$ cat src/dmem_cfg.svh
`ifndef DMEM_CFG_SVH
`define DMEM_CFG_SVH

// Data cache geometry
// One 32-bit word per line, must be a power of two
`define DMEM_CACHE_LINES 16

// Main memory depth in 32-bit words
// Power of two, addressed by the word-address bits above the byte offset
`define DMEM_MEM_WORDS 1024

// I/O BRAM depth in 32-bit words
// Address wraps modulo this depth
`define DMEM_IO_WORDS 64

// Wait cycles inserted by main memory for every access
// mem_ack follows mem_req by this value plus one
`define DMEM_MEM_LATENCY 4

`endif
$ cat src/dmem_pkg.sv
`default_nettype none

`include "dmem_cfg.svh"

package dmem_pkg;

  // Byte address, bit 31 selects the I/O region
  typedef logic [31:0] dmem_addr_t;
  typedef logic [31:0] dmem_data_t;
  typedef logic [3:0] dmem_strb_t;

  // Cache index width follows the line count
  localparam int unsigned DCACHE_IDX_W = $clog2(`DMEM_CACHE_LINES);

  typedef logic [DCACHE_IDX_W-1:0] dcache_idx_t;
  // Word-address bits 30 down to 2 + index width
  typedef logic [28-DCACHE_IDX_W:0] dcache_tag_t;

endpackage

`default_nettype wire

$ cat src/io_bram.sv
`default_nettype none

`include "dmem_cfg.svh"

module io_bram (
  input  logic                 clk,
  input  logic                 io_ren,
  input  dmem_pkg::dmem_addr_t io_raddr,
  input  logic                 io_wen,
  input  dmem_pkg::dmem_addr_t io_waddr,
  input  dmem_pkg::dmem_data_t io_wdata,
  input  dmem_pkg::dmem_strb_t io_wstrb,
  output dmem_pkg::dmem_data_t io_rdata
);

  localparam int unsigned IDX_W = $clog2(`DMEM_IO_WORDS);

  dmem_pkg::dmem_data_t ram_q [`DMEM_IO_WORDS];
  logic [IDX_W-1:0]     ridx;
  logic [IDX_W-1:0]     widx;

  initial begin
    for (int i = 0; i < `DMEM_IO_WORDS; i++) begin
      ram_q[i] = '0;
    end
  end

  // Word address wraps at the BRAM depth
  assign ridx = io_raddr[2 +: IDX_W];
  assign widx = io_waddr[2 +: IDX_W];

  always_ff @(posedge clk) begin
    for (int b = 0; b < 4; b++) begin
      if (io_wen && io_wstrb[b]) begin
        ram_q[widx][8*b +: 8] <= io_wdata[8*b +: 8];
      end
    end
    // Registered read, data one cycle after io_ren
    if (io_ren) begin
      io_rdata <= ram_q[ridx];
    end
  end

endmodule

`default_nettype wire

$ cat config.mk
export PLATFORM = sky130hd
export DESIGN_NAME = io_bram
export DESIGN_NICKNAME = d
export VERILOG_FILES = /design/src/dmem_pkg.sv /design/src/io_bram.sv
export VERILOG_INCLUDE_DIRS = /design/src
export SDC_FILE = /design/constraint.sdc
export NUM_CORES = 2
export LEC_CHECK = 0
export ABC_AREA = 1
export BUFFER_PORTS_ARGS = -buffer_cell sky130_fd_sc_hd__buf_4
export CAP_MARGIN = 5
export CORE_MARGIN = 1.5
export CORE_UTILIZATION = 40
export CTS_CLUSTER_SIZE = 40
export DETAILED_ROUTE_END_ITERATION = 7
export HOLD_SLACK_MARGIN = 0.02
export MAX_ROUTING_LAYER = met4
export PLACE_DENSITY_LB_ADDON = 0.3
export REMOVE_ABC_BUFFERS = 1
export SLEW_MARGIN = 20
export SYNTH_ARGS = -nofsm -noshare
export SYNTH_HDL_FRONTEND = slang
export SYNTH_SLANG_ARGS = --single-unit
$ cat constraint.sdc
create_clock -name clk -period 4.1 [get_ports clk]
set_clock_uncertainty 0.15 [all_clocks]
set_input_delay 0.205 -clock clk [delete_from_list [all_inputs] [get_ports clk]]
set_output_delay 0.205 -clock clk [all_outputs]
set_load 0.01 [all_outputs]
==> impl_metrics.toml <==
[floorplan]
rows = 168
dieWidth_um = 462
die_area_um2 = 213000
starting_density_of_the_core = 0.402
die_height_um = 462
boundaryPins = 135
core-area_um2 = 209000

[final_layout]
design.final.nets = 7136
drive_gt1_frac = 0.0690
area_overhead_vs_synth_pct = 12.0
postLayoutCoreUtil = 0.450

[global_route]
grt_start_max_net_pins = 195
grtUsageTotal = 0.221
number_of_global_route_vias_before_repair = 50600
wire_length_of_the_first_global_routing_pass_um = 338000
antenna_found_initial = 17
total_congestion_overflow = 0

[detailed_routing]
route.final.wire_length_um = 232000
initialDrtViolationCount = 6458
dr_total_vias = 54100
detailed_route_wire_length_per_cell_um = 23.1
detailed_routing_iterations_pass_1 = 8
vias_per_cell = 5.40
ant_nets = 0
route.detailed.drc = 14

[power]
vdd_drop_max_mv = 0.468
power.density_cell_area_nw_per_um2 = 472
p_total_w = 0.0445
leakagePower_nw = 32.7

[synth]
synthesis.instances = 7053
synth_seq_cells = 2080
synth_top_area_share = 0.742
synth_top_cells_by_area = "sky130_fd_sc_hd__edfxtp_1 (74%), sky130_fd_sc_hd__nand3_1 (11%), sky130_fd_sc_hd__nand2_1 (10%), sky130_fd_sc_hd__buf_2 (1.5%), sky130_fd_sc_hd__nor2_1 (1.1%)"
library_cell_occupying_the_most_area_in_the_post_synthesis_netlist = "sky130_fd_sc_hd__edfxtp_1"
synth-seq-area-share = 0.742
synthesis.yosys.warnings = 0
synthMostInstantiatedCell = "sky130_fd_sc_hd__nand2_1"
synthesis.area_um2 = 84100
ranking_of_synthesized_cells_by_instance_count = "sky130_fd_sc_hd__nand2_1 (2,324), sky130_fd_sc_hd__edfxtp_1 (2,080), sky130_fd_sc_hd__nand3_1 (1,896)"
synth.avg_cell_area_um2 = 11.9
ys_types = 14
synth-async-reset-ratio = 0
synth-edff-count = 2080
synth-main-ff-cell = "sky130_fd_sc_hd__edfxtp_1"

[clock_network]
clock_tree.root_cell = "sky130_fd_sc_hd__clkbuf_16"
clock-sinks = 2080
clk_pin_slew_worst_paths_ns = 0.06
clk_latency_ns = 0.86
post_cts_buffers = 0
clock_path_buffers = 3
htree_levels = 4
cts_buffer_count = 204
cts_tree = "built"

[worst_hold_path]
number_of_instances_on_the_worst_hold_path = 4
min-delay-path-class = "input port to flip-flop"

[placement]
port_buffers = 82
detailedPlacementHpwl_um = 130000
gp_congestion = 0.895

[sta]
relSlewSlack = 0.205
timing.final.max_slew_violations = 0
fmaxAchievable_mhz = 400
layout_worst_path_cycle_share = 0.610
fin_hold_ws_ns = 0.0715
worst_pin_slew_ns = 1.19
hold_viol_final = 0
grt_setup_unrepaired = "false"
period_needed_ns = 2.50
setup_viol = 0

[worst_setup_path]
worstSetupStartpointType = "input port"
cp-end-kind = "flip-flop"
ff2ff_path_depth = 9
crit_path_max_fanout = 8
criticalPathCategory = "input port to flip-flop"
critical_path_required_ns = 4.42
cp_data_arrival_time_ns = 2.82

[status]
violations_in_the_final_reports = "design-rule violations"
status = "finished, violations left"

[job]
drv.max_cap_violation_count = 0
==> power breakdown <==
part           internal (W)  switching (W)  total (W)
logic              0.000666        0.00201    0.00268
registers            0.0235      0.0000322     0.0236
clock network        0.0103        0.00799     0.0183
==> state kept, by name, indices dropped and copies added, names as in the netlist <==
register and cells:
ram_q 2048, io_rdata 32
==> worst max-delay path, stage by stage <==
cell and delay [ns]:
sky130_fd_sc_hd__buf_4 0.11, sky130_fd_sc_hd__inv_1 0.07, sky130_fd_sc_hd__nor3_1 0.66, sky130_fd_sc_hd__nand2_1 0.84
sky130_fd_sc_hd__nor2_1 0.91
==> metal layers <==
| metal | routed length, um | track usage | up-vias |
|---|---|---|---|
| met2 | 107000 | 0.331 | 2335 |
| met4 | 7400 | 0.0734 | 0 |
| li1 | - | - | 25000 |
| met5 | 0 | - | - |
| met3 | 22200 | 0.0473 | 373 |
| met1 | 95500 | 0.301 | 26500 |
==> repair_timing <==
action / 4_1_cts / 5_1_grt
endpoints found under the hold margin: 2097 / 0
hold buffers: 36 / 0
gates resized for setup: 0 / 0
==> cell type report <==
cell class                      count  area [um^2]
Clock buffer                      239         5300
Sequential cell                  2080        62500
Antenna cell                       18         45.0
Clock inverter                    136         1150
Tap cell                         2805         3510
Timing Repair Buffer              243         2380
Fill cell                       18800       115000
Inverter                           12         78.8
Multi-Input combinational cell   4492        19300
==> metrics by stage <==
stage / std cells / TNS (ns) / cell area [um^2] / setup slack (ns)
floorplan: 6584 / -58.70 / 81800 / -1.86
global placement: 9596 / 0 / 87300 / 1.04
detailed placement: 9596 / 0 / 87300 / 0.906
CTS: 10000 / 0 / 94100 / 1.68
global route: 10000 / 0 / 94200 / 1.51
finish: 10000 / 0 / 94200 / 1.60
==> placed cells by master (no fill, tap or decap), drive strengths merged <==
master and n:
nand3 1896, clkbuf 239, clkinv 108, nand2 2324, clkinvlp 3, buf 207, nor3 16, edfxtp 2080
bufinv 17, diode 18, nor2 256, dlygate4sd3 36, inv 20
==> kinds of logic after synthesis <==
| family | Yosys count | synth area share |
|---|---|---|
| and+or+nand+nor | 4492 | 0.229 |
| DFF | 2080 | 0.742 |
| buffers and inverters | 481 | 0.0286 |
==> path summary, 6_finish.rpt <==
| path | slack [ns] | end | start |
|---|---|---|---|
| worst min register to register | 0.72 | io_rdata[19]$_DFFE_PP_ | ram_q[18][19]$_DFFE_PP_ |
| worst max-delay path | 1.60 | ram_q[17][12]$_DFFE_PP_ | io_waddr[2] |
| worst max register to register | 2.00 | io_rdata[26]$_DFFE_PP_ | ram_q[9][26]$_DFFE_PP_ |
| worst min-delay path | 0.07 | ram_q[30][7]$_DFFE_PP_ | io_wstrb[0] |
(Power assumes the default switching activity.)
