[config.mk]
export PLATFORM = sky130hd
export DESIGN_NAME = dmem_cache_bridge
export DESIGN_NICKNAME = d
export VERILOG_FILES = /design/src/dmem_pkg.sv /design/src/dmem_cache_bridge.sv
export VERILOG_INCLUDE_DIRS = /design/src
export SDC_FILE = /design/constraint.sdc
export NUM_CORES = 1
export LEC_CHECK = 0
export BUFFER_PORTS_ARGS = -buffer_cell sky130_fd_sc_hd__buf_2
export CAP_MARGIN = 20
export CORE_AREA = 2 2 159 161
export DETAILED_ROUTE_END_ITERATION = 6
export DIE_AREA = 0 0 161 163
export PLACE_DENSITY = 0.52
export SLEW_MARGIN = 10
export SYNTH_ARGS = -nofsm -noshare
export SYNTH_HDL_FRONTEND = slang
export SYNTH_SLANG_ARGS = --single-unit
[constraint.sdc]
create_clock -name clk -period 3.6 [get_ports clk]
set_input_delay 0 -clock clk [delete_from_list [all_inputs] [get_ports clk]]
set_output_delay 0 -clock clk [all_outputs]
set_load 0.01 [all_outputs]
[src/dmem_cfg.svh]
`ifndef DMEM_CFG_SVH
`define DMEM_CFG_SVH

// Data cache geometry
// One 32-bit word per line, must be a power of two
`define DMEM_CACHE_LINES 16

// Main memory depth in 32-bit words
// Power of two, addressed by the word-address bits above the byte offset
`define DMEM_MEM_WORDS 1024

// I/O BRAM depth in 32-bit words
// Address wraps modulo this depth
`define DMEM_IO_WORDS 64

// Wait cycles inserted by main memory for every access
// mem_ack follows mem_req by this value plus one
`define DMEM_MEM_LATENCY 4

`endif
[src/dmem_pkg.sv]
`default_nettype none

`include "dmem_cfg.svh"

package dmem_pkg;

  // Byte address, bit 31 selects the I/O region
  typedef logic [31:0] dmem_addr_t;
  typedef logic [31:0] dmem_data_t;
  typedef logic [3:0] dmem_strb_t;

  // Cache index width follows the line count
  localparam int unsigned DCACHE_IDX_W = $clog2(`DMEM_CACHE_LINES);

  typedef logic [DCACHE_IDX_W-1:0] dcache_idx_t;
  // Word-address bits 30 down to 2 + index width
  typedef logic [28-DCACHE_IDX_W:0] dcache_tag_t;

endpackage

`default_nettype wire

[src/dmem_cache_bridge.sv]
`default_nettype none

module dmem_cache_bridge (
  input  logic                 clk,
  input  logic                 rst_n,

  // CPU data port, pulse and level driven
  input  logic                 dmem_ren,
  input  dmem_pkg::dmem_addr_t dmem_raddr,
  output dmem_pkg::dmem_data_t dmem_rdata,
  input  logic                 dmem_we,
  input  dmem_pkg::dmem_addr_t dmem_waddr,
  input  dmem_pkg::dmem_data_t dmem_wdata,
  input  dmem_pkg::dmem_strb_t dmem_wstrb,
  output logic                 dmem_stall,

  // Cache read channel
  output logic                 cache_rd_valid,
  output dmem_pkg::dmem_addr_t cache_rd_addr,
  input  dmem_pkg::dmem_data_t cache_rd_data,
  input  logic                 cache_rd_data_valid,

  // Cache write channel
  output logic                 cache_wr_valid,
  output dmem_pkg::dmem_addr_t cache_wr_addr,
  output dmem_pkg::dmem_data_t cache_wr_data,
  output dmem_pkg::dmem_strb_t cache_wr_strb,
  input  logic                 cache_wr_ready,

  // I/O BRAM port
  output logic                 io_ren,
  output dmem_pkg::dmem_addr_t io_raddr,
  input  dmem_pkg::dmem_data_t io_rdata,
  output logic                 io_wen,
  output dmem_pkg::dmem_addr_t io_waddr,
  output dmem_pkg::dmem_data_t io_wdata,
  output dmem_pkg::dmem_strb_t io_wstrb
);

  typedef enum logic [1:0] {
    BR_IDLE,
    BR_READ,
    BR_WRITE
  } bridge_state_t;

  bridge_state_t state;
  bridge_state_t state_next;

  // Region decode on the raw CPU addresses
  logic rd_is_io;
  logic wr_is_io;
  // New requests only accepted in idle outside cooldown
  logic accept;
  // Cooldown flag, set for the cycle after a cache completion
  logic completing;
  // Last accepted read went to the I/O BRAM
  logic io_sel_q;

  // Captured request payload for the cache
  dmem_pkg::dmem_addr_t rd_addr_q;
  dmem_pkg::dmem_addr_t wr_addr_q;
  dmem_pkg::dmem_data_t wr_data_q;
  dmem_pkg::dmem_strb_t wr_strb_q;

  // Loaded word held until the pipeline moves on
  dmem_pkg::dmem_data_t held_data_q;
  logic                 held_valid_q;

  assign rd_is_io = dmem_raddr[31];
  assign wr_is_io = dmem_waddr[31];
  assign accept   = (state == BR_IDLE) && !completing;

  always_comb begin
    state_next = state;
    case (state)
      BR_IDLE: begin
        if (accept) begin
          // Reads take priority, the CPU never issues both anyway
          if (dmem_ren && !rd_is_io) begin
            state_next = BR_READ;
          end else if (dmem_we && !wr_is_io) begin
            state_next = BR_WRITE;
          end
        end
      end
      BR_READ: begin
        // Return to idle so stall can drop in the response cycle
        if (cache_rd_data_valid) begin
          state_next = BR_IDLE;
        end
      end
      BR_WRITE: begin
        if (cache_wr_ready) begin
          state_next = BR_IDLE;
        end
      end
      default: begin
        state_next = BR_IDLE;
      end
    endcase
  end

  always_ff @(posedge clk) begin
    if (!rst_n) begin
      state      <= BR_IDLE;
      completing <= 1'b0;
      io_sel_q   <= 1'b0;
    end else begin
      state      <= state_next;
      completing <= ((state == BR_READ) && cache_rd_data_valid) ||
                    ((state == BR_WRITE) && cache_wr_ready);
      // Remember the read source for the data mux one cycle later
      if (accept && dmem_ren) begin
        io_sel_q <= rd_is_io;
      end
    end
  end

  // Payload captured on entry to read or write
  always_ff @(posedge clk) begin
    if ((state == BR_IDLE) && (state_next == BR_READ)) begin
      rd_addr_q <= dmem_raddr;
    end
    if ((state == BR_IDLE) && (state_next == BR_WRITE)) begin
      wr_addr_q <= dmem_waddr;
      wr_data_q <= dmem_wdata;
      wr_strb_q <= dmem_wstrb;
    end
  end

  always_ff @(posedge clk) begin
    if (!rst_n) begin
      held_valid_q <= 1'b0;
    end else begin
      // Release once the CPU has seen an unstalled cycle
      if (held_valid_q && !dmem_stall) begin
        held_valid_q <= 1'b0;
      end
      // A fresh response wins over the release
      if ((state == BR_READ) && cache_rd_data_valid) begin
        held_valid_q <= 1'b1;
      end
    end
  end

  always_ff @(posedge clk) begin
    if ((state == BR_READ) && cache_rd_data_valid) begin
      held_data_q <= cache_rd_data;
    end
  end

  // Valid drops in the response cycle so no second read is started
  assign cache_rd_valid = (state == BR_READ) && !cache_rd_data_valid;
  assign cache_rd_addr  = rd_addr_q;

  // Write valid stays up through the ready cycle for the handshake
  assign cache_wr_valid = (state == BR_WRITE);
  assign cache_wr_addr  = wr_addr_q;
  assign cache_wr_data  = wr_data_q;
  assign cache_wr_strb  = wr_strb_q;

  // I/O bypass, enables gated so a held request is not repeated
  assign io_ren   = accept && dmem_ren && rd_is_io;
  assign io_raddr = dmem_raddr;
  assign io_wen   = accept && dmem_we && wr_is_io;
  assign io_waddr = dmem_waddr;
  assign io_wdata = dmem_wdata;
  assign io_wstrb = dmem_wstrb;

  // Live cache data in the response cycle, held copy afterwards
  assign dmem_rdata = io_sel_q ? io_rdata :
                      ((held_valid_q && !cache_rd_data_valid) ? held_data_q : cache_rd_data);

  // Stall from next state so it rises with the request, plus cooldown
  assign dmem_stall = (state_next != BR_IDLE) || completing;

endmodule

`default_nettype wire

==> results of run 1 <==
layer usage:
| metal | vias up | track usage (%) |
|---|---|---|
| met3 | 8 | 4.43 |
| li1 | 2186 | - |
| met5 | - | 0 |
| met1 | 2111 | 15.9 |
| met2 | 225 | 22.6 |
| met4 | 0 | 3.41 |
what timing repair did:
| item | in CTS | in global routing |
|---|---|---|
| hold buffers | 136 | 0 |
| endpoints found under the hold margin | 137 | 0 |
| setup endpoints to repair | 0 | 0 |
power breakdown:
group | leakage [µW] | internal, µW | switching [µW]
Clock | 0.000297 | 1170 | 690
Combinational | 0.00267 | 289 | 280
Sequential | 0.00126 | 1820 | 29.7
Total | 0.00422 | 3290 | 1000
area by class of cell:
type | instances | area share (%)
repair buffers | 545 | 36.6
diodes | 1 | 0.0267
clock buffers | 20 | 4.67
well taps | 330 | 4.41
inverters | 1 | 0.0401
multi-input cells | 131 | 8.80
clock inverters | 12 | 2.01
flip-flops and latches | 137 | 43.4
state kept, by name, indices dropped and copies added, names as in the netlist:
signal / count
cache_wr_strb: 4
completing: 1
cache_wr_data: 32
io_sel_q: 1
held_valid_q: 1
cache_rd_addr: 32
state: 2
cache_wr_addr: 32
held_data_q: 32
through the flow:
stage	std cells	utilization, %	hold slack, ns	instance area, µm²
after floorplan	382	-	0.0495	5710
after global placement	1008	29.9	0.188	7370
after detailed placement	1008	29.9	0.191	7370
after CTS	1176	37.9	0.0436	9360
after global routing	1177	37.9	0.0671	9360
final	1177	37.9	0.0754	9360
cell families (layout without fill, tap and decap cells):
logic type	Yosys count	in the layout	share of synthesized area [%]
buffers and inverters	114	578	14.6
AOI/OAI and AO/OA	41	41	3.88
muxes	32	32	5.61
other	0	1	0
DFF	137	137	71.2
and+or+nand+nor	58	58	4.80
worst min-delay path, cell delays in order:
cell     delay (ns)
buf_2          0.12
nor2b_1        0.14
nor2_1         0.08
o32ai_1        0.09
synthesized netlist by cell type (2+ instances only):
cell / count / area, µm²
a21oi_1: 4 / 20.0
and3_1: 3 / 18.8
buf_2: 2 / 10.0
buf_4: 101 / 758
buf_6: 3 / 33.8
clkbuf_1: 7 / 26.3
dfxtp_1: 5 / 100
edfxtp_1: 132 / 3960
mux2i_1: 32 / 320
nand2_1: 34 / 128
nand2b_1: 4 / 25.0
nor2_1: 5 / 18.8
nor2b_1: 4 / 25.0
nor3b_1: 3 / 22.5
o21ai_0: 27 / 135
o21ai_1: 5 / 25.0
path summary, 6_finish.rpt:
check                              end  slack [ns]  depth (start not counted)
max                     dmem_rdata[20]        1.46                          7
max reg2reg      io_sel_q$_SDFFE_PN0P_        1.62                          4
min reg2reg  held_valid_q$_SDFFE_PN0P_        0.49                          2
min          held_valid_q$_SDFFE_PN0P_        0.08                          4
==> impl_metrics.toml, run 1 <==
[drt]
wirelength_mm = 18.1
wl_met1_mm = 7.43
first_iter_violations = 192
wl_per_cell_um = 15.4
vias = 4530
top_layer_used = "met4"
dr.pass1.iters = 6
viasPerCell = 3.85
dr_wl_met2_mm = 9.17
drtAntennaViolNets = 0
drc = 0
wl_met3_mm = 1.39

[placed_design]
place_ws_ns = 1.77
place_hpwl_mm = 12.9
routabilityCongestion = 0.802
numPortBuffers = 406

[floorplan]
die_w_um = 161
start_util_pct = 23.1
core-area_um2 = 24700
ios = 407
rows = 58
fp.dieH_um = 163
die_area_um2 = 26200

[critical_path]
crit_start = "cache_rd_data_valid"
cp-end-kind = "output pin"
cpMaxStageDelayCell = "dlygate4sd3_1"
crit_fanout = 20
path_cells = "dlygate4sd3_1 -> buf_2 -> nand2b_2 -> buf_4 -> mux2i_1 -> o21ai_0 -> buf_2"
worst_path_largest_cell_delay_ns = 0.56
arrival_ns = 2.14
critPathKind = "primary input to output pin"
crit_top_cell = "buf_2"
worstPathRequired_ns = 3.60
reg2reg_from = "state[0]$_SDFF_PN0_"
path_delay_family = "buffers and inverters"
worstSetupStartpointType = "primary input"
cp.buffers_inverters = 4

[global_routing]
grt_pass1_vias = 4544
grt_pass1_wl_mm = 26.0
grt_max_degree = 69
gr-total-overflow = 0
grtUsageTotal_pct = 13.2
antenna_found_initial = 1

[power_and_ir_drop]
power_density_nw_per_um2 = 458
ir_drop_uv = 276
static-leakage-power_uw = 0.00422
report.power.total_uw = 4290

[synth]
mappedNetlistNets = 552
synthArstFlopShare_pct = 0
yosysSeqAreaShare_pct = 71.2
synthesis.area_um2 = 5710
synth-seq-cells = 137
netlist_instances = 382
synth_cell_types = 27
synth_ff_type = "edfxtp_1"
syn-mean-instance-area_um2 = 15.0
synth_edf_count = 132
ys_warn_count = 0

[timing]
rsz0062_at_grt = "no"
maxSlewViolCount = 0
hold_violations = 0
fmax_mhz = 468
setup_ws_ns = 1.46
clock_skew_ns = 0.0149
finalCriticalPeriod_ns = 2.14
maxSlewHeadroom_pct = 33.9
worstMarginPinSlew_ns = 0.991
setup_viol = 0
fin_crit_sh_pct = 59.4
setup_tns_ns = 0

[cts]
cts_tree = "built"
clkSinkCount = 137
cts-root-buf = "clkbuf_16"
cts_resized = 0
worstSkewPairLatency_ns = 0.41
clockBufferDepth = 2
clk_pin_slew_ns = 0.06
h-tree-depth = 4
numCtsBuffers = 17
post_cts_buffers = 0

[hold_path]
hp-class = "primary input to flip-flop"
hold_start = "dmem_ren"

[final_layout]
final_common_cell = "buf_2"
nets = 1003
drive_gt1_share_pct = 52.4
multi_input_area_um2 = 823
fill_cells = 2371
seq_area_um2 = 4070
final_cell_mix = "buf_2, dlygate4sd3_1, edfxtp_1, nand2_1, mux2i_1"
syn_to_final_growth_pct = 63.9

[job]
drv_cap = 0

[run_status]
status = "completed"
Note: power is estimated with default switching activity, not from simulation.
==> inputs of run 2 (changes only) <==
PLACE_DENSITY = 0.54   (was 0.52)
clock period = 1.85 ns   (was 3.6 ns; I/O delays follow)
==> impl_metrics.toml, run 2 (synthesized netlist as in run 1, its figures left out) <==
[run_status]
status = "completed"

[timing]
hold_slack_ns = 0.223
hold_violations = 0
setup_viol = 0
worstMarginPinSlew_ns = 0.335
rsz0062_at_grt = "no"
fmax_mhz = 587
setup_tns_ns = 0
maxSlewHeadroom_pct = 77.6
clock_skew_ns = 0.0138
fin_crit_sh_pct = 92.1
finalCriticalPeriod_ns = 1.70
maxSlewViolCount = 0

[drt]
vias = 4573
drtAntennaViolNets = 0
first_iter_violations = 274
dr.pass1.iters = 4
drc = 0
viasPerCell = 3.85
wirelength_mm = 18.3
wl_per_cell_um = 15.4

[global_routing]
gr-total-overflow = 0
grt_pass1_wl_mm = 26.3
grt_pass1_vias = 4726
grtUsageTotal_pct = 13.3
antenna_found_initial = 1
grt_max_degree = 34

[critical_path]
critPathKind = "flip-flop to flip-flop"
worstPathRequired_ns = 1.96
arrival_ns = 1.81
cp-end-kind = "flip-flop"
worstSetupStartpointType = "flip-flop"
crit_fanout = 25

[final_layout]
final_core_util_pct = 38.4
final_common_cell = "buf_2"
fill_cells = 2371
multi_input_area_um2 = 837
drive_gt1_share_pct = 53.0
syn_to_final_growth_pct = 65.9
nets = 1015
insertedDiodeCount = 0
final_cell_mix = "buf_2, dlygate4sd3_1, edfxtp_1, nand2_1, mux2i_1"
stdcell_area_um2 = 9480
seq_area_um2 = 4070

[cts]
clkSinkCount = 137
numCtsBuffers = 17
h-tree-depth = 4
clk_pin_slew_ns = 0.06
worstSkewPairLatency_ns = 0.42
cts_tree = "built"
clockBufferDepth = 2
cts-root-buf = "clkbuf_16"

[placed_design]
routabilityCongestion = 0.774
placed_cell_area_um2 = 7510
place_hpwl_mm = 13.2
numPortBuffers = 406

[floorplan]
start_util_pct = 23.1
die_w_um = 161
core-area_um2 = 24700
die_area_um2 = 26200
fp.dieH_um = 163
ios = 407
rows = 58

[job]
drv_cap = 0

[power_and_ir_drop]
power_density_nw_per_um2 = 867
ir_drop_uv = 534
static-leakage-power_uw = 0.00428

[hold_path]
hp-class = "primary input to flip-flop"
-- run 2: final timing paths --
path	startpoint	to	slack (ns)	depth (start not counted)
setup / recovery	state[1]$_SDFF_PN0_	cache_wr_addr[27]$_DFFE_PP_	0.15	3
hold / removal	dmem_we	state[1]$_SDFF_PN0_	0.22	4
setup reg to reg	state[1]$_SDFF_PN0_	cache_wr_addr[27]$_DFFE_PP_	0.15	3
hold reg to reg	held_valid_q$_SDFFE_PN0P_	held_valid_q$_SDFFE_PN0P_	0.53	2
-- run 2: repair_timing --
item                       CTS  global route
resized for setup            0             2
hold buffers               136             0
setup endpoints to repair    0            17
buffers inserted             0             0
hold endpoints to repair   137             0
-- run 2: layer usage --
layer | vias up | GRT usage (%) | part of all wire, %
met5 | - | 0 | 0.088
met4 | 2 | 4.30 | 1.8
met3 | 21 | 4.79 | 8.3
met2 | 243 | 22.7 | 50
met1 | 2099 | 15.5 | 40
li1 | 2208 | - | -
-- run 2: cell type report --
cell class | instances | share of cell area, %
Tap cell | 330 | 4.36
Sequential cell | 137 | 42.9
Multi-Input combinational cell | 131 | 8.83
Clock buffer | 19 | 4.57
Timing Repair Buffer | 557 | 37.5
Clock inverter | 13 | 1.77
Inverter | 1 | 0.0396
-- run 2: stage by stage --
stage	total power, µW	setup WS (ns)	cells
2_1_floorplan	4140	0.0687	382
3_3_place_gp	4580	0.167	1020
3_5_place_dp	4580	0.138	1020
4_1_cts	8320	0.000549	1188
5_1_grt	8560	0.0143	1188
6_report	8210	0.146	1188
-- run 2: critical path: stages, from the launching register on --
cell	delay, ns
dfxtp_1	0.40
nor3_1	0.35
and3_4	0.42
buf_12	0.22
-- run 2: report_power, final --
part | switching (µW) | total [µW] | internal, µW
combinational | 566 | 1150 | 587
clock | 1330 | 3470 | 2140
sequential | 44.3 | 3590 | 3550
total | 1940 | 8210 | 6270
==> inputs of run 3 (changes only) <==
PLACE_DENSITY = 0.52   (was 0.54)
clock period = 1.7 ns   (was 1.85 ns; I/O delays follow)
==> impl_metrics.toml, run 3 (synthesized netlist as in run 1, its figures left out) <==
[run_status]
status = "completed"

[global_routing]
grt_pass1_vias = 4743
antenna_found_initial = 0
grt_max_degree = 34
gr-total-overflow = 0
grtUsageTotal_pct = 13.1
grt_pass1_wl_mm = 26.1

[drt]
vias = 4640
drc = 0
wl_per_cell_um = 15.2
viasPerCell = 3.87
dr.pass1.iters = 4
first_iter_violations = 217
drtAntennaViolNets = 0
wirelength_mm = 18.3

[cts]
clkSinkCount = 137
clockBufferDepth = 2
cts_tree = "built"
clk_pin_slew_ns = 0.06
numCtsBuffers = 17
h-tree-depth = 4
worstSkewPairLatency_ns = 0.41
cts-root-buf = "clkbuf_16"

[final_layout]
nets = 1028
fill_cells = 2392
drive_gt1_share_pct = 54.5
syn_to_final_growth_pct = 68.9
final_cell_mix = "buf_2, dlygate4sd3_1, edfxtp_1, nand2_1, mux2i_1"
multi_input_area_um2 = 853
stdcell_area_um2 = 9650
final_core_util_pct = 39.1
seq_area_um2 = 4070
insertedDiodeCount = 0
final_common_cell = "buf_2"

[placed_design]
placed_cell_area_um2 = 7620
numPortBuffers = 406
routabilityCongestion = 0.782
place_hpwl_mm = 13.0

[critical_path]
critPathKind = "primary input to output pin"
reg2reg_from = "state[0]$_SDFF_PN0_"
worstReg2RegEnd = "cache_rd_addr[7]$_DFFE_PP_"
worstPathRequired_ns = 1.70
cpMaxStageDelayCell = "dlygate4sd3_1"
arrival_ns = 1.61
worst_path_largest_cell_delay_ns = 0.53
path_delay_family = "buffers and inverters"
crit_fanout = 7
cp.buffers_inverters = 4
ff2ff_path_depth = 3
worstSetupStartpointType = "primary input"
rrSetupSlack_ns = 0.15
cp-end-kind = "output pin"
path_cells = "dlygate4sd3_1 -> clkbuf_4 -> nand2b_4 -> buf_4 -> mux2i_1 -> o21ai_0 -> buf_2"

[hold_path]
hold_start = "dmem_ren"
hp-class = "primary input to flip-flop"
whs_path_depth = 3
holdPathEnd = "io_sel_q$_SDFFE_PN0P_"

[timing]
hold_violations = 0
rsz0062_at_grt = "no"
maxSlewHeadroom_pct = 76.9
clock_skew_ns = 0.00667
setup_viol = 0
fmax_mhz = 623
finalCriticalPeriod_ns = 1.61
maxSlewViolCount = 0
worstMarginPinSlew_ns = 0.347
fin_crit_sh_pct = 94.4

[power_and_ir_drop]
p_seq_share_pct = 42.8
switching_share_pct = 23.4
ir_drop_uv = 572
power.switching_uw = 2140
intPower_uw = 6990
p_comb_share_pct = 14.0
power_density_nw_per_um2 = 947
static-leakage-power_uw = 0.00436
p_clk_share_pct = 43.1

[floorplan]
core-area_um2 = 24700
die_w_um = 161
rows = 58
die_area_um2 = 26200
ios = 407
fp.dieH_um = 163
start_util_pct = 23.1

[job]
drv_cap = 0
==> run 3: worst max path at each step <==
stage / slack (ns) / end / from / depth (start not counted)
after floorplan: -0.06 / cache_rd_addr[0]$_DFFE_PP_ / state[0]$_SDFF_PN0_ / 2
after global placement: 0.12 / cache_wr_addr[11]$_DFFE_PP_ / state[0]$_SDFF_PN0_ / 3
after detailed placement: 0.15 / cache_wr_addr[11]$_DFFE_PP_ / state[0]$_SDFF_PN0_ / 3
after CTS: 0.007 / dmem_rdata[21] / held_valid_q$_SDFFE_PN0P_ / 5
after global routing: 0.003 / dmem_rdata[21] / cache_rd_data_valid / 7
final: 0.09 / dmem_rdata[11] / cache_rd_data_valid / 7
==> run 3: metrics by stage <==
step,TNS (ns),hold slack (ns),instances,setup slack (ns),power (µW)
after global routing,0,0.0274,1199,0.00307,9500
after detailed placement,0,0.190,1029,0.146,5020
after floorplan,-3.84,0.0495,382,-0.0615,4500
final,0,0.0331,1199,0.0945,9140
after CTS,0,0.00600,1196,0.00706,9260
after global placement,0,0.188,1029,0.116,5020
==> run 3: what timing repair did <==
| action | CTS | global route |
|---|---|---|
| buffers inserted | 2 | 2 |
| hold buffers | 135 | 0 |
| endpoints found under the setup margin | 24 | 23 |
| cloned | 0 | 1 |
| pin swaps | 0 | 0 |
| resized for setup | 1 | 7 |
| hold endpoints to repair | 137 | 0 |
==> run 3: worst min-delay path, cell delays in order <==
cell and delay, ns:
buf_2 0.10, and3_1 0.18, o21a_1 0.12
==> run 3: layout make-up <==
type                       count  area share [%]
tap                          330            4.28
clock buffer                  17            4.41
sequential                   137            42.2
clock inverter                13            2.02
inverter                       1          0.0389
timing repair buffer         569            38.2
multi-input combinational    132            8.85
==> run 3: per-layer routing <==
layer / part of all wire (%) / track usage [%]
met1: 40 / 15.0
met2: 51 / 23.2
met3: 7.4 / 4.25
met4: 1.3 / 4.10
met5: 0 / 0
==> run 3: power by group through the flow <==
stage               Sequential (µW)  Combinational [µW]  Clock (µW)
floorplan                      4030                 479           0
global placement               3980                1040           0
detailed placement             3980                1040           0
CTS                            3910                1280        4060
global route                   3920                1380        4200
finish                         3910                1280        3940
